## src/eth_mac_cfg.svh

```systemverilog
`ifndef ETH_MAC_CFG_SVH
`define ETH_MAC_CFG_SVH

// transmit payload buffer, in bytes
`define ETH_TX_BUF_DEPTH   64
`define ETH_MIN_PAYLOAD    46
`define ETH_PREAMBLE_LEN   7
`define ETH_IFG_LEN        12
`define ETH_HDR_LEN        14
`define ETH_FCS_LEN        4
`define ETH_PREAMBLE_BYTE  8'h55
`define ETH_SFD_BYTE       8'hd5

// reflected crc-32, register value left after data plus fcs
`define ETH_CRC_POLY       32'hedb88320
`define ETH_CRC_INIT       32'hffffffff
`define ETH_CRC_RESIDUE    32'hdebb20e3

`endif

```

## src/eth_mac_pkg.sv

```systemverilog
package eth_mac_pkg;

  typedef logic [7:0]  byte_t;
  // most significant byte goes on the wire first
  typedef logic [47:0] mac_addr_t;
  typedef logic [15:0] ethertype_t;
  typedef logic [15:0] frame_len_t;

  // rx header out, tx request in
  // tx ignores src and length
  typedef struct packed {
    mac_addr_t  dst;
    mac_addr_t  src;
    ethertype_t ethertype;
    frame_len_t length;
  } mac_hdr_t;

  // byte-wide phy, same shape both directions
  typedef struct packed {
    byte_t d;
    logic  v;
    logic  e;
  } phy_bus_t;

  typedef enum logic [3:0] {
    tx_idle,
    tx_preamble,
    tx_dst,
    tx_src,
    tx_type,
    tx_payload,
    tx_pad,
    tx_fcs,
    tx_gap
  } tx_state_t;

endpackage

```

## src/crc32.sv

```systemverilog
`timescale 1ns/100ps

`include "eth_mac_cfg.svh"

module crc32 (
  input  logic               clk,
  input  logic               fsm_rst,
  input  logic               init,
  input  eth_mac_pkg::byte_t d,
  input  logic               en,
  output logic [31:0]        crc,
  output logic               ok
);

  import eth_mac_pkg::*;

  logic [31:0] crc_q;
  logic [31:0] seed;

  // one byte, lsb first
  function automatic logic [31:0] fold_byte(input logic [31:0] c, input byte_t b);
    logic [31:0] r;
    r = c ^ {24'h000000, b};
    for (int i = 0; i < 8; i++) begin
      r = r[0] ? ((r >> 1) ^ `ETH_CRC_POLY) : (r >> 1);
    end
    return r;
  endfunction

  // init together with en starts a fresh sum with this byte
  assign seed = init ? `ETH_CRC_INIT : crc_q;

  always_ff @(posedge clk) begin
    if (fsm_rst) begin
      crc_q <= `ETH_CRC_INIT;
    end else if (en) begin
      crc_q <= fold_byte(seed, d);
    end else if (init) begin
      crc_q <= `ETH_CRC_INIT;
    end
  end

  // fcs to send, byte 0 goes out first
  assign crc = ~crc_q;
  assign ok  = (crc_q == `ETH_CRC_RESIDUE);

endmodule

```

## src/eth_mac_rx.sv

```systemverilog
`timescale 1ns/100ps

`include "eth_mac_cfg.svh"

module eth_mac_rx (
  input  logic                  clk,
  input  logic                  fsm_rst,
  input  eth_mac_pkg::phy_bus_t phy_rx,
  output eth_mac_pkg::byte_t    rx_d,
  output logic                  rx_v,
  output logic                  rx_sof,
  output logic                  rx_done,
  output logic                  rx_err,
  output eth_mac_pkg::mac_hdr_t rx_hdr
);

  import eth_mac_pkg::*;

  typedef enum logic [1:0] {
    rx_hunt,
    rx_header,
    rx_payload
  } rx_state_t;

  localparam int         hdr_bits = 8 * `ETH_HDR_LEN;
  localparam logic [3:0] hdr_last = 4'(`ETH_HDR_LEN - 1);
  localparam logic [2:0] fcs_len  = 3'(`ETH_FCS_LEN);

  rx_state_t                    state;
  logic [3:0]                   hdr_cnt;
  logic [hdr_bits-1:0]          hdr_sr;
  byte_t [`ETH_FCS_LEN-1:0]     dl;
  logic [2:0]                   fill;
  frame_len_t                   out_cnt;
  frame_len_t                   len_q;
  logic                         v_q;
  logic                         phy_err;
  logic                         err_q;
  logic                         eof_q;
  logic                         fall;
  logic                         emit;
  logic                         crc_init;
  logic                         crc_en;
  logic                         crc_ok;

  assign fall = v_q && !phy_rx.v;

  // a byte leaves only once four newer bytes sit behind it
  assign emit = (state == rx_payload) && phy_rx.v && (fill == fcs_len);

  // sum restarts while hunting, covers header, payload and fcs
  assign crc_init = (state == rx_hunt);
  assign crc_en   = phy_rx.v && (state != rx_hunt);

  crc32 crc32_inst (
    .clk     (clk),
    .fsm_rst (fsm_rst),
    .init    (crc_init),
    .d       (phy_rx.d),
    .en      (crc_en),
    .crc     (),
    .ok      (crc_ok)
  );

  always_ff @(posedge clk) begin
    if (fsm_rst) begin
      state   <= rx_hunt;
      hdr_cnt <= '0;
      fill    <= '0;
      out_cnt <= '0;
      v_q     <= 1'b0;
      phy_err <= 1'b0;
      err_q   <= 1'b0;
      eof_q   <= 1'b0;
      rx_v    <= 1'b0;
      rx_sof  <= 1'b0;
      rx_done <= 1'b0;
      rx_err  <= 1'b0;
    end else begin
      v_q     <= phy_rx.v;
      rx_v    <= emit;
      rx_sof  <= emit && (out_cnt == '0);
      eof_q   <= fall;
      rx_done <= eof_q;
      rx_err  <= eof_q && err_q;
      if (emit) begin
        out_cnt <= out_cnt + 16'd1;
      end
      if (fall) begin
        // end of frame status, then back to hunting
        err_q   <= !crc_ok || phy_err || (fill != fcs_len);
        state   <= rx_hunt;
        hdr_cnt <= '0;
        fill    <= '0;
        out_cnt <= '0;
        phy_err <= 1'b0;
      end else begin
        if (phy_rx.v && phy_rx.e) begin
          phy_err <= 1'b1;
        end
        case (state)
          rx_hunt: begin
            hdr_cnt <= '0;
            if (phy_rx.v && phy_rx.d == `ETH_SFD_BYTE) begin
              state <= rx_header;
            end
          end
          rx_header: begin
            if (phy_rx.v) begin
              hdr_cnt <= hdr_cnt + 4'd1;
              if (hdr_cnt == hdr_last) begin
                state <= rx_payload;
              end
            end
          end
          rx_payload: begin
            if (phy_rx.v && fill != fcs_len) begin
              fill <= fill + 3'd1;
            end
          end
          default: state <= rx_hunt;
        endcase
      end
    end
  end

  always_ff @(posedge clk) begin
    if (state == rx_header && phy_rx.v) begin
      hdr_sr <= {hdr_sr[hdr_bits-9:0], phy_rx.d};
    end
    // fcs delay line
    if (state == rx_payload && phy_rx.v) begin
      dl <= {dl[`ETH_FCS_LEN-2:0], phy_rx.d};
    end
    if (emit) begin
      rx_d <= dl[`ETH_FCS_LEN-1];
    end
    if (fall) begin
      len_q <= out_cnt;
    end
    // header held until the next frame ends
    if (eof_q) begin
      rx_hdr <= '{dst:       hdr_sr[hdr_bits-1 -: 48],
                  src:       hdr_sr[hdr_bits-49 -: 48],
                  ethertype: hdr_sr[15:0],
                  length:    len_q};
    end
  end

endmodule

```

## src/eth_mac_tx.sv

```systemverilog
`timescale 1ns/100ps

`include "eth_mac_cfg.svh"

module eth_mac_tx (
  input  logic                  clk,
  input  logic                  fsm_rst,
  input  eth_mac_pkg::mac_addr_t local_mac,
  input  eth_mac_pkg::byte_t    tx_d,
  input  logic                  tx_v,
  input  logic                  tx_avl,
  input  eth_mac_pkg::mac_hdr_t tx_hdr,
  output logic                  tx_rdy,
  output eth_mac_pkg::phy_bus_t phy_tx
);

  import eth_mac_pkg::*;

  localparam int         aw        = $clog2(`ETH_TX_BUF_DEPTH);
  localparam logic [3:0] pre_last  = 4'(`ETH_PREAMBLE_LEN);
  localparam logic [3:0] addr_last = 4'd5;
  localparam logic [3:0] type_last = 4'd1;
  localparam logic [3:0] fcs_last  = 4'(`ETH_FCS_LEN - 1);
  localparam logic [3:0] gap_last  = 4'(`ETH_IFG_LEN - 1);
  localparam frame_len_t min_pay   = frame_len_t'(`ETH_MIN_PAYLOAD);

  tx_state_t   state;
  logic [3:0]  seg_cnt;
  frame_len_t  pay_cnt;
  frame_len_t  len;
  logic [aw:0] wr_ptr;
  logic [aw-1:0] rd_ptr;
  byte_t       buf_mem [`ETH_TX_BUF_DEPTH];
  mac_addr_t   dst_sr;
  mac_addr_t   src_sr;
  ethertype_t  type_sr;
  byte_t       tx_byte;
  logic        frame_on;
  logic [31:0] crc;
  logic        crc_init;
  logic        crc_en;

  // byte for the current state, registered onto the phy next edge
  always_comb begin
    tx_byte = 8'h00;
    case (state)
      tx_preamble: begin
        tx_byte = (seg_cnt == pre_last) ? `ETH_SFD_BYTE : `ETH_PREAMBLE_BYTE;
      end
      tx_dst:     tx_byte = dst_sr[47 -: 8];
      tx_src:     tx_byte = src_sr[47 -: 8];
      tx_type:    tx_byte = type_sr[15 -: 8];
      tx_payload: tx_byte = buf_mem[rd_ptr];
      tx_fcs:     tx_byte = crc[8*seg_cnt[1:0] +: 8];
      default:    tx_byte = 8'h00;
    endcase
  end

  assign frame_on = state inside {tx_preamble, tx_dst, tx_src, tx_type,
                                  tx_payload, tx_pad, tx_fcs};

  // register is loaded during preamble and frozen while fcs goes out
  assign crc_init = (state == tx_preamble);
  assign crc_en   = state inside {tx_dst, tx_src, tx_type, tx_payload, tx_pad};

  crc32 crc32_inst (
    .clk     (clk),
    .fsm_rst (fsm_rst),
    .init    (crc_init),
    .d       (tx_byte),
    .en      (crc_en),
    .crc     (crc),
    .ok      ()
  );

  always_ff @(posedge clk) begin
    if (fsm_rst) begin
      state   <= tx_idle;
      seg_cnt <= '0;
      pay_cnt <= '0;
      wr_ptr  <= '0;
      rd_ptr  <= '0;
      tx_rdy  <= 1'b0;
      phy_tx  <= '0;
    end else begin
      tx_rdy   <= 1'b0;
      phy_tx.d <= tx_byte;
      phy_tx.v <= frame_on;
      phy_tx.e <= 1'b0;
      seg_cnt  <= seg_cnt + 4'd1;
      if (tx_v) begin
        wr_ptr <= wr_ptr + 1'b1;
      end
      case (state)
        tx_idle: begin
          seg_cnt <= '0;
          // header and buffer taken as one frame here
          if (tx_avl) begin
            tx_rdy <= 1'b1;
            state  <= tx_preamble;
          end
        end
        tx_preamble: begin
          if (seg_cnt == pre_last) begin
            seg_cnt <= '0;
            state   <= tx_dst;
          end
        end
        tx_dst: begin
          if (seg_cnt == addr_last) begin
            seg_cnt <= '0;
            state   <= tx_src;
          end
        end
        tx_src: begin
          if (seg_cnt == addr_last) begin
            seg_cnt <= '0;
            state   <= tx_type;
          end
        end
        tx_type: begin
          if (seg_cnt == type_last) begin
            seg_cnt <= '0;
            pay_cnt <= '0;
            state   <= (len == '0) ? tx_pad : tx_payload;
          end
        end
        tx_payload: begin
          pay_cnt <= pay_cnt + 16'd1;
          rd_ptr  <= rd_ptr + 1'b1;
          if (pay_cnt + 16'd1 == len) begin
            seg_cnt <= '0;
            state   <= (len >= min_pay) ? tx_fcs : tx_pad;
          end
        end
        tx_pad: begin
          pay_cnt <= pay_cnt + 16'd1;
          if (pay_cnt + 16'd1 == min_pay) begin
            seg_cnt <= '0;
            state   <= tx_fcs;
          end
        end
        tx_fcs: begin
          if (seg_cnt == fcs_last) begin
            // buffer is free for the next payload
            seg_cnt <= '0;
            wr_ptr  <= '0;
            rd_ptr  <= '0;
            state   <= tx_gap;
          end
        end
        tx_gap: begin
          if (seg_cnt == gap_last) begin
            state <= tx_idle;
          end
        end
        default: state <= tx_idle;
      endcase
    end
  end

  always_ff @(posedge clk) begin
    if (tx_v) begin
      buf_mem[wr_ptr[aw-1:0]] <= tx_d;
    end
  end

  // header fields shift out msb first
  always_ff @(posedge clk) begin
    case (state)
      tx_idle: begin
        if (tx_avl) begin
          dst_sr  <= tx_hdr.dst;
          src_sr  <= local_mac;
          type_sr <= tx_hdr.ethertype;
          len     <= frame_len_t'(wr_ptr);
        end
      end
      tx_dst:  dst_sr  <= {dst_sr[39:0], 8'h00};
      tx_src:  src_sr  <= {src_sr[39:0], 8'h00};
      tx_type: type_sr <= {type_sr[7:0], 8'h00};
      default: ;
    endcase
  end

endmodule

```

## src/eth_mac.sv

```systemverilog
`timescale 1ns/100ps

module eth_mac (
  input  logic                   clk,
  input  logic                   fsm_rst,
  input  eth_mac_pkg::mac_addr_t local_mac,

  // phy side
  input  eth_mac_pkg::phy_bus_t  phy_rx,
  output eth_mac_pkg::phy_bus_t  phy_tx,

  // transmit client
  input  eth_mac_pkg::byte_t     tx_d,
  input  logic                   tx_v,
  input  logic                   tx_avl,
  input  eth_mac_pkg::mac_hdr_t  tx_hdr,
  output logic                   tx_rdy,

  // receive client
  output eth_mac_pkg::byte_t     rx_d,
  output logic                   rx_v,
  output logic                   rx_sof,
  output logic                   rx_done,
  output logic                   rx_err,
  output eth_mac_pkg::mac_hdr_t  rx_hdr
);

  eth_mac_rx eth_mac_rx_inst (
    .clk     (clk),
    .fsm_rst (fsm_rst),
    .phy_rx  (phy_rx),
    .rx_d    (rx_d),
    .rx_v    (rx_v),
    .rx_sof  (rx_sof),
    .rx_done (rx_done),
    .rx_err  (rx_err),
    .rx_hdr  (rx_hdr)
  );

  // source address comes from local_mac, not from tx_hdr
  eth_mac_tx eth_mac_tx_inst (
    .clk       (clk),
    .fsm_rst   (fsm_rst),
    .local_mac (local_mac),
    .tx_d      (tx_d),
    .tx_v      (tx_v),
    .tx_avl    (tx_avl),
    .tx_hdr    (tx_hdr),
    .tx_rdy    (tx_rdy),
    .phy_tx    (phy_tx)
  );

endmodule

```

## config.mk

```make
export PLATFORM = sky130hd
export DESIGN_NAME = eth_mac
export DESIGN_NICKNAME = d
export VERILOG_FILES = /design/src/eth_mac_pkg.sv /design/src/crc32.sv /design/src/eth_mac_rx.sv /design/src/eth_mac_tx.sv /design/src/eth_mac.sv
export VERILOG_INCLUDE_DIRS = /design/src
export SDC_FILE = /design/constraint.sdc
export NUM_CORES = 1
export LEC_CHECK = 0
export BUFFER_PORTS_ARGS = -buffer_cell sky130_fd_sc_hd__buf_2
export CAP_MARGIN = 20
export CORE_ASPECT_RATIO = 0.6
export CORE_UTILIZATION = 59
export CTS_CLUSTER_DIAMETER = 60
export DETAILED_ROUTE_END_ITERATION = 8
export PLACE_DENSITY = 0.83
export SLEW_MARGIN = 20
export SYNTH_ARGS = -nofsm -noshare
export SYNTH_HDL_FRONTEND = slang
export SYNTH_SLANG_ARGS = --single-unit
```

## constraint.sdc

```tcl
create_clock -name clk -period 9.6 [get_ports clk]
set_input_delay 1.92 -clock clk [delete_from_list [all_inputs] [get_ports clk]]
set_output_delay 1.92 -clock clk [all_outputs]
set_load 0.05 [all_outputs]
```

# After elaboration in Yosys (flattened, before gate mapping)

Memories as Yosys holds them, arrays and structs flattened. A register that Yosys moved wholly into a read port is not among the register bits.
Cells that the tools add are included.

Add/subtract/negate cells: 7
Magnitude comparators: 1
Eq/ne operators: 34
Shift-type cells: 1
Muxes and demuxes: 65
Bitwise gates (word level): 21
Reduce and logical (&&, ||, !) cells: 41

Operator list:

| kind                                                                   | number |
|---|---|
| 32-bit two-way mux                                                     | 20 |
| 13-bit inverter with 14-bit output                                     | 16 |
| 48-bit case mux with 2 select lines                                    | 2 |
| 48-bit two-way mux                                                     | 2 |
| 4-bit two-way mux                                                      | 16 |
| 16-bit case mux with 2 select lines                                    | 2 |
| 32-bit by 8-bit bitwise XOR with 32-bit output                         | 2 |
| 8-bit case mux with 6 select lines                                     | 1 |
| 4-bit case mux with 9 select lines                                     | 1 |
| 16-bit by 1-bit adder with 16-bit output, second input constant        | 2 |
| 32-bit equality test, second input constant                            | 1 |
| 16-bit zero test                                                       | 2 |
| 16-bit two-way mux                                                     | 2 |
| 32-bit inverter                                                        | 1 |
| 32-bit by 6-bit variable part select with 8-bit output                 | 1 |
| 4-bit case mux with 7 select lines                                     | 1 |
| 4-bit by 3-bit equality test with 1-bit output, second input constant  | 6 |
| 7-bit two-way mux                                                      | 3 |
| 6-bit two-way mux                                                      | 3 |
| 16-bit by 6-bit equality test with 1-bit output, second input constant | 1 |
| 16-bit by 7-bit equality test with 1-bit output                        | 1 |
| 2-bit != test, second input constant                                   | 8 |
| 2-bit AND reduction                                                    | 8 |
| 2-bit nonzero test                                                     | 7 |
| other kinds (31)                                                       | 61 |

Register bits after elaboration: 559
Memory bits (writable): 512
Input bits: 198
Output and inout bits: 151
Word-level logic and storage cells: 208
Memories: 1

Memories:

| memory                  | words | width | rd ports | clocked after Yosys merged registers in | wr ports | RTL line         | RTL |
|---|---|---|---|---|---|---|---|
| eth_mac_tx_inst.buf_mem | 64    | 8     | 1        | 1                                       | 1        | eth_mac_tx.sv:33 | `` byte_t buf_mem [`ETH_TX_BUF_DEPTH]; `` |

# Longest topological paths before layout

Gate-level depths: netlist of run 1.

Word-level depth: 21
Gate-level depth with buffers: 15
Mapped depth without buffers: 11

# Cells and area by module

A second synthesis of run 1 with hierarchy kept.

Cells, all modules: 2,637
Area, all modules: 43,843.3 sq um

By module, submodules not included:

| module                              | times used | cells each | area an instance (sq um) | seq. area each (sq um) |
|---|---|---|---|---|
| eth_mac_tx                          | 1          | 1,494      | 27,844.2                 | 20,009.2 |
| eth_mac_rx                          | 1          | 470        | 10,397.5                 | 9,549.2 |
| crc32 at eth_mac_rx_inst.crc32_inst | 1          | 351        | 2,875.3                  | 640.6 |
| crc32 at eth_mac_tx_inst.crc32_inst | 1          | 322        | 2,726.4                  | 640.6 |

# Worst setup path before layout of run 1

No wires, ideal clock.

Path type: input port to flip-flop
Start point: input phy_rx[1] in the netlist's numbering
End point: register eth_mac_rx_inst.hdr_cnt[3]
Setup time: 0.128 ns
Arrival: 7.625 ns
Required time: 9.472 ns
Setup slack: 1.847 ns
Cell stages on the path: 5
Path buffers: 0
Path through: nand2_1 -> nor2_1 -> nand4_1 -> a21oi_1 -> nor2_1

Word-level cells in the longest chain between the ends: 3
Elaborated cells between the ends (all ways): 5
Those cells by class: eq/ne: 1; reduce/logical: 4

Ends and longest elaborated chain:

| item                         | RTL line          | RTL |
|---|---|---|
| start, declared              | eth_mac.sv:9      | `input eth_mac_pkg::phy_bus_t phy_rx,` |
| 1-bit zero test              | eth_mac_rx.sv:46  | `assign fall = v_q && !phy_rx.v;` |
| 1-bit logical AND            | eth_mac_rx.sv:46  |  |
| 2-bit OR reduction (no line) | --                |  |
| end signal, assigned         | eth_mac_rx.sv:110 | `hdr_cnt <= hdr_cnt + 4'd1;` |
| end, declared                | eth_mac_rx.sv:30  | `logic [3:0] hdr_cnt;` |

Parallel ways exist; a longest one is shown, timed or not.
A chain may end at the register's enable or synchronous reset.

==> flow_results.org, run 1 <==
** Status
- The flow ran to the end, and the final reports show no timing, DRC or antenna violations.

** Synthesis
- The commonest cells after synthesis are sky130_fd_sc_hd__edfxtp_1 (927), sky130_fd_sc_hd__nor2_1 (210), sky130_fd_sc_hd__dfxtp_1 (150).
- EDFF count, synth :: 927
- A synthesized cell averages 17.01 um^2.
- Of the synthesized area, sequential elements account for 0.7344.
- In this run, distinct cell masters in the synthesized netlist total 71.
- Most instantiated library cell after synthesis :: sky130_fd_sc_hd__edfxtp_1
- The number of nets in the synthesized netlist is 2,679.
- In this run, synthesis produced a sequential element count of 1,077.
- Post-Syn Instances :: 2,469
- Synthesized cell area :: 0.04199 mm^2
- Yosys top cell area share :: 0.6629
- For this run, the number of Yosys warnings is 0.
- For this run, asynchronously set or reset flops after synthesis account for 0.
- Area leader, netlist :: sky130_fd_sc_hd__edfxtp_1
- Predominant post-synthesis flop cell :: sky130_fd_sc_hd__edfxtp_1
- Synth area leaders :: sky130_fd_sc_hd__edfxtp_1 (66%), sky130_fd_sc_hd__mux4_2 (7.3%), sky130_fd_sc_hd__dfxtp_1 (7.2%), sky130_fd_sc_hd__xnor2_1 (2.4%), sky130_fd_sc_hd__mux2_2 (2.4%)

** Placed design
- DP HPWL :: 59.89 mm
- Pre-CTS worst setup slack :: 4265 ps
- Post-detailed-placement cell area :: 0.04421 mm^2
- Weighted congestion reported at the end of routability-driven placement :: 0.9176
- Port Buffer Count :: 283

** Timing
- Setup repair after global routing missed its margin :: false
- Count of endpoints failing hold in the final timing report :: 0
- Post-route clock period utilization :: 0.5693
- Headroom to the max-slew limit came out at 0.2767.
- Subtracting the final worst setup slack from the clock period gives 5465 ps.
- At the pin with the least slew margin, the transition time is 1058 ps.
- Max-slew violation count :: 0
- Summed over all failing endpoints, the final setup total negative slack is 0 ps.
- Across the routed clock network, the largest skew measured is 22.49 ps.
- Once routing completed, OpenROAD measured the worst setup slack at 4135 ps.
- Maximum clock frequency :: 183.0 MHz
- Final-layout worst hold slack :: 408.5 ps
- Setup violations remaining at the end of the flow were counted as 0.

** Floorplanning
- Pin placement for this block handled 349 I/O pins.
- Number of rows in the core area :: 75
- Vertical die dimension :: 208.6 um
- The initial utilization of the core area, before any placement, comes to 0.5990.
- Die boundary width :: 346.4 um
- Die footprint :: 0.07228 mm^2
- Core region area :: 0.07010 mm^2

** Worst hold path
- The min-delay analysis places its worst path in the category flip-flop to flip-flop.
- In this run the most critical hold path is launched from eth_mac_rx_inst.hdr_sr[109].

** Global routing
- Gr ovfl total :: 0
- Met2 usage in global routing :: 0.3971
- Vias in the first global route :: 23,220
- Entering global routing, the biggest net connects 71 pins.
- Total track usage :: 0.2618
- The first global-routing pass estimated 141.9 mm of wire.
- For met3 alone, demand over resource in global routing was 0.07237.
- The initial antenna violation count is 4.
- Met1 routing resource usage after global routing :: 0.3788
- GRT busiest layer :: met2

** Clock tree
- At the later pin of the worst-skew pair, clock insertion delay measures 670 ps.
- Clock transition time at the flip-flop clock pins of the worst setup and hold paths :: 80 ps
- TritonCTS created 91 clock buffers.
- Clock net sink count :: 1,077
- In this run, post-CTS repair resized a total of 0 instances.
- Hold repair after CTS inserted 0 buffers.
- CTS tree :: done
- Clk Tree Root Cell :: sky130_fd_sc_hd__clkbuf_16
- In this run the number of H-tree levels came out at 3.
- No sink is reached through more buffers than the 3 on the longest clock path.
- Post-CTS Setup Inserts :: 0

** Worst setup path
- Of all nets on the critical path, the largest fanout is 36.
- Nature of the critical path startpoint :: flip-flop
- Counting both buffers and inverters, the worst setup path holds a total of 2.
- Ordered cell list for the critical path :: buf_4 -> buf_4 -> mux4_2 -> a22oi_1 -> a21oi_1 -> o21ai_1 -> nand3_1 -> xor2_1 -> xnor2_2 -> xor2_4 -> xnor3_1 -> a21oi_1
- Critical-path cell with the highest stage delay :: sky130_fd_sc_hd__buf_4
- Maximum cell stage delay along the critical path :: 670 ps
- In this run the register-to-register setup slack is 4130 ps.
- Data on the critical path is required at its endpoint by 10,190 ps.
- The cell family contributing the most delay on the critical path is XOR/XNOR gates.
- By startpoint and endpoint, the worst setup path is classified as flip-flop to flip-flop.
- Critical Path Sink Type :: flip-flop
- Data arrival time of the critical path :: 6060 ps

** Finish
- In the final layout, the share of cells above drive strength 1 is 0.2497.
- For this run, the post-layout net count is 2,964.
- Final non-filler cell area :: 0.04723 mm^2
- Counting the fill cells in the layout gives 4,369.
- The area growth from synthesis to layout is 12.47%.

** Detailed routing
- In this run the remaining antenna-violating nets after routing total 0.
- In this run, the number of DRC markers left after iteration 0 of detailed routing was 2,937.
- Dividing the detail-routed wire length by the instance count gives 25.09 um.
- The first TritonRoute pass finished after 9 iterations.
- DRC violations left :: 0
- The final layout contains routed wiring with a total length of 94.24 mm.
- The routed layout has 23,280 vias.
- Dividing the detail-routed via count by the number of cells gives 6.198.

** Pwr
- Summed over all cells, the static leakage comes to 15.35 nW.
- VDD sags by at most 265.0 uV.
- Power spread over the standard cell area amounts to 235.7 mW/mm^2.

** Flow run
- The tool flagged a number of max-cap violations equal to 0.
-- cells by family (layout without fill, tap and decap cells) --
family          after synthesis  in the layout  share of synthesized area
compound gates              228            228                    0.03400
xor+xnor                    188            188                    0.04288
fa+ha+maj                    12             12                   0.003575
buf+inv                     134            496                    0.01597
flops                      1077           1077                     0.7344
mux                         256            256                     0.1057
other cells                   1              2                 0.00008930
simple gates                573            573                    0.06335
-- registers in the layout (all words and copies together), names as in the netlist, 32 cells and up, named ones only --
name	count
eth_mac_rx_inst.crc32_inst.crc_q	32
eth_mac_rx_inst.dl	32
eth_mac_rx_inst.hdr_sr	112
eth_mac_rx_inst.rx_hdr	128
eth_mac_tx_inst.buf_mem	512
eth_mac_tx_inst.crc32_inst.crc_q	32
eth_mac_tx_inst.dst_sr	48
eth_mac_tx_inst.src_sr	48
-- final cells by class --
| class | count | area (um^2) | share of cell area |
|---|---|---|---|
| well taps | 924 | 1156 | 0.02448 |
| clock inverters | 63 | 629.4 | 0.01333 |
| repair buffers | 308 | 1624 | 0.03439 |
| multi-input cells | 1258 | 10550 | 0.2234 |
| diodes | 1 | 2.502 | 0.00005299 |
| inverters | 18 | 67.56 | 0.001431 |
| clock buffers | 107 | 2347 | 0.04970 |
| flip-flops and latches | 1077 | 30850 | 0.6533 |
-- report_power, final --
part	internal [mW]	switching [mW]	total [mW]
clock network	2.00	1.71	3.71
registers	5.39	0.152	5.55
logic	0.773	1.10	1.88
-- routing by layer --
metal / wire length [um] / vias up / part of all wire
met4: 2178 / 2 / 0.023
li1: - / 10010 / -
met5: 10 / - / 0.00011
met1: 37470 / 11650 / 0.40
met3: 11170 / 182 / 0.12
met2: 43410 / 1435 / 0.46
-- cells in the final DEF, fill, tap and decap left out, types with 21 or more instances in the layout --
cell                        count
sky130_fd_sc_hd__nand2_1      145
sky130_fd_sc_hd__a21oi_1       66
sky130_fd_sc_hd__nand3_1       44
sky130_fd_sc_hd__xnor2_1      114
sky130_fd_sc_hd__mux4_2       136
sky130_fd_sc_hd__mux2i_1       28
sky130_fd_sc_hd__nor3_1        21
sky130_fd_sc_hd__buf_2        275
sky130_fd_sc_hd__o21ai_0       54
sky130_fd_sc_hd__edfxtp_1     927
sky130_fd_sc_hd__nor2_1       209
sky130_fd_sc_hd__buf_4         33
sky130_fd_sc_hd__mux2_2        88
sky130_fd_sc_hd__nor2b_1       37
sky130_fd_sc_hd__xor2_1        62
sky130_fd_sc_hd__dfxtp_1      146
sky130_fd_sc_hd__clkbuf_16     91
sky130_fd_sc_hd__a22oi_1       37
sky130_fd_sc_hd__nand2b_1      24
-- metrics by stage --
stage	cells	util	power [mW]
CTS	3755	0.6732	11.14
global placement	3585	0.6306	7.420
global route	3756	0.6737	11.50
floorplan	2469	-	7.031
detailed placement	3585	0.6307	7.477
finish	3756	0.6737	11.13
-- worst paths after layout --
kind	depth (start not counted)	endpoint
min reg2reg	0	eth_mac_rx_inst.rx_hdr[125]
min	0	eth_mac_rx_inst.rx_hdr[125]
max	12	eth_mac_tx_inst.crc32_inst.crc_q[19]
max reg2reg	12	eth_mac_tx_inst.crc32_inst.crc_q[19]
Power figures use the tool's default switching activity.
==> run 2, diff against run 1 <==
==> constraint.sdc (replaced) <==
create_clock -name clk -period 5.6 [get_ports clk]
set_input_delay 1.12 -clock clk [delete_from_list [all_inputs] [get_ports clk]]
set_output_delay 1.12 -clock clk [all_outputs]
set_load 0.05 [all_outputs]
==> flow_results.org, run 2 (same netlist as run 1, synthesis figures left out) <==
** Clock tree
- TritonCTS built the clock tree.
- Post-CTS Setup Inserts :: 0 (unchanged)
- The total of cells resized after clock tree synthesis came to 0 (unchanged).
- The clock latency at the later pin of the worst-skew pair is 670 ps (about the same).
- Maximum root-to-sink buffer count :: 3 (unchanged)
- Clock net sink count :: 1,077 (unchanged)
- Clock buffers created by TritonCTS :: 90 (-1.1%)
- The root buffer cell chosen for the clock tree is sky130_fd_sc_hd__clkbuf_16.
- Clock transition time at the flip-flop clock pins of the worst setup and hold paths :: 70 ps (about the same)
- CTS Hold Bufs :: 0 (unchanged)
- The number of levels in the clock H-tree was 3 (unchanged).

** Worst setup path
- Worst r2r dst :: eth_mac_tx_inst.crc32_inst.crc_q[19]
- Among cell families on the critical path, the largest total delay comes from XOR/XNOR gates.
- The largest stage delay on the critical path was 830 ps (+160 ps).
- The reg-to-reg setup timing slack is 810 ps (-3330 ps).
- The logic depth of the worst register-to-register path was 12 (unchanged).
- The cell that appears most often on the critical path is sky130_fd_sc_hd__xor2_4.
- STA classifies the critical path endpoint as a flip-flop.
- The maximum fanout along the worst path came to 37 (+2.8%).
- Required time of the critical path :: 6190 ps (-4000 ps)
- The critical path is of the flip-flop to flip-flop type.
- Ordered cell list for the critical path :: buf_12 -> mux4_2 -> o22ai_1 -> a2111oi_0 -> buf_4 -> a221oi_1 -> nand2_1 -> xnor2_4 -> xor2_4 -> xor2_4 -> xnor3_1 -> a21oi_1
- The arrival time of the worst setup path came to 5380 ps (-680 ps).
- The number of buffers and inverters on the critical path is 2 (unchanged).
- The largest individual stage delay along the critical path comes from the cell sky130_fd_sc_hd__dfxtp_4.
- Nature of the critical path startpoint :: flip-flop

** Placed design
- DP HPWL :: 61.67 mm (+3.0%)
- Weighted congestion reported at the end of routability-driven placement :: 0.9273 (+1.1%)
- The cell area reported after detailed placement came to 0.04435 mm^2 (+0.31%).
- Port Buffer Count :: 283 (unchanged)

** Floorplanning
- Vertical die dimension :: 208.6 um (unchanged)
- The site row count is 75 (unchanged).
- The effective utilization at floorplan is 0.5990 (unchanged).
- Core region area :: 0.07010 mm^2 (unchanged)
- Die boundary width :: 346.4 um (unchanged)
- Die footprint :: 0.07228 mm^2 (unchanged)
- The I/O pin count was 349 (unchanged).

** Global routing
- The number of global-route vias before repair was 23,250 (+0.14%).
- The first-pass GRT wire length was 145.7 mm (+2.6%).
- The initial antenna violation count came to 4 (unchanged).
- Largest net degree at the start of global routing :: 77 (+8.5%)
- Gr ovfl total :: 0 (unchanged)
- The global-route total usage across every layer was 0.2697 (+0.007856).

** Timing
- Measured slew at the worst slew-check pin :: 1127 ps (+69.89 ps)
- The setup clock skew after layout is 17.56 ps (-4.930 ps).
- The worst slew margin relative to its limit came to 0.2468 (-0.02991).
- Count of endpoints failing hold in the final timing report :: 0 (unchanged)
- The final-report setup violation count was 0 (unchanged).
- The sum of negative setup slack was 0 ps (unchanged).
- Max-slew violation count :: 0 (unchanged)
- The final critical-path share of the clock period came to 0.8559 (+0.2866).
- Setup repair after global routing missed its margin :: false
- The shortest clock period the worst path allows after layout is 4793 ps (-672.2 ps).
- Maximum clock frequency :: 208.6 MHz (+14%)

** Pwr
- Switching power :: 5.095 mW (+72%)
- Portion of total power attributed to sequential cells :: 0.495 (-0.003)
- Switch share :: 0.2654 (-0.0009567)
- The standby leakage power was 15.46 nW (+0.71%).
- The total power per unit cell area was 405.0 mW/mm^2 (+72%).
- Clock power share :: 0.336 (+0.003)
- Share of total power in combinational logic :: 0.169 (about the same)
- Internal portion of total power :: 14.11 mW (+73%)
- IR Drop Worst-Case VDD :: 412.5 uV (+56%)

** Detailed routing
- Mean number of vias per cell :: 6.189 (-0.14%)
- The number of vias in the routed layout is 23,320 (+0.18%).
- The post-detailed-route wirelength per cell was 25.71 um (+2.5%).
- The total length of routed wires is 96.87 mm (+2.8%).
- DRC violations left :: 0 (unchanged)
- Initial DRC Count :: 2,997 (+2.0%)
- Count of antenna-violating nets left after detailed routing :: 0 (unchanged)
- Number of optimization iterations in the first detailed-route pass :: 6 (-3)

** Finish
- The total of fill cells in the finished design was 4,339 (-0.69%).
- Flip-flop count of the largest register, all copies and words added :: 512 (unchanged)
- Most common cell after layout, fill and taps aside :: sky130_fd_sc_hd__edfxtp_1
- Commonest cells after routing, fill and taps aside :: sky130_fd_sc_hd__edfxtp_1 (927), sky130_fd_sc_hd__buf_2 (275), sky130_fd_sc_hd__nor2_1 (209)
- The cell area after layout is 0.04741 mm^2 (+0.38%).
- Share of layout cells above drive strength 1 :: 0.2516 (+0.001848)
- Final Core Density :: 0.6763 (+0.002535)
- Layout overhead on the synthesized area :: 12.89%
- The net total in the final layout was 2,974 (+0.34%).

** Worst hold path
- Path class of the lowest-slack min-delay path :: flip-flop to flip-flop
- End point of the worst hold path :: eth_mac_rx_inst.dl[24]
- Worst Hold Launch :: eth_mac_rx_inst.dl[16]
- The number of cells traversed by the worst hold path came to 0 (unchanged).

** Flow run
- The total of max-cap violations is 0 (unchanged).

** Status
- The flow ran to the end, and the final reports show no timing, DRC or antenna violations.
==> run 2: layout make-up <==
class | instances | area (um^2) | area share
sequential | 1077 | 30850 | 0.6508
multi-input combinational | 1258 | 10560 | 0.2227
clock buffer | 117 | 2467 | 0.05205
timing repair buffer | 319 | 1757 | 0.03706
tap | 924 | 1156 | 0.02439
clock inverter | 53 | 541.8 | 0.01143
inverter | 18 | 67.56 | 0.001425
antenna | 2 | 5.005 | 0.0001056
==> run 2: per-layer routing <==
metal  vias up  part of all wire  GRT usage
met5         -           0.00024          0
li1      10040                 -          -
met3       187              0.12    0.07602
met2      1459              0.46     0.4096
met1     11630              0.40     0.3881
met4         4             0.024    0.07157
==> run 2: worst max path at each step <==
stage               startpoint                                   end  cells after the start  slack, ps
finish               flip-flop  eth_mac_tx_inst.crc32_inst.crc_q[19]                     12        810
global route         flip-flop  eth_mac_tx_inst.crc32_inst.crc_q[19]                     12        560
CTS                  flip-flop  eth_mac_tx_inst.crc32_inst.crc_q[19]                     12        860
detailed placement   flip-flop  eth_mac_tx_inst.crc32_inst.crc_q[19]                     12        910
global placement     flip-flop  eth_mac_tx_inst.crc32_inst.crc_q[19]                     12       1030
floorplan            phy_rx[1]            eth_mac_rx_inst.hdr_cnt[3]                      5        700
==> run 2: metrics by stage <==
| stage | instances | hold WS [ps] | power [mW] | worst slack, ps |
|---|---|---|---|---|
| final | 3768 | 418.4 | 19.20 | 806.9 |
| after global routing | 3767 | 424.2 | 19.80 | 560.3 |
| after CTS | 3766 | 420.9 | 19.21 | 861.1 |
| after detailed placement | 3596 | 404.5 | 12.85 | 912.4 |
| after global placement | 3596 | 400.7 | 12.74 | 1029 |
| after floorplan | 2469 | 400.3 | 12.05 | 698.8 |
==> run 2: power by group through the flow <==
stage                     logic, mW  clock network, mW  registers [mW]
final                          3.24               6.45            9.51
after global routing           3.46               6.79            9.55
after CTS                      3.21               6.49            9.51
after detailed placement       3.17                  0            9.68
after global placement         3.09                  0            9.65
after floorplan                2.38                  0            9.67
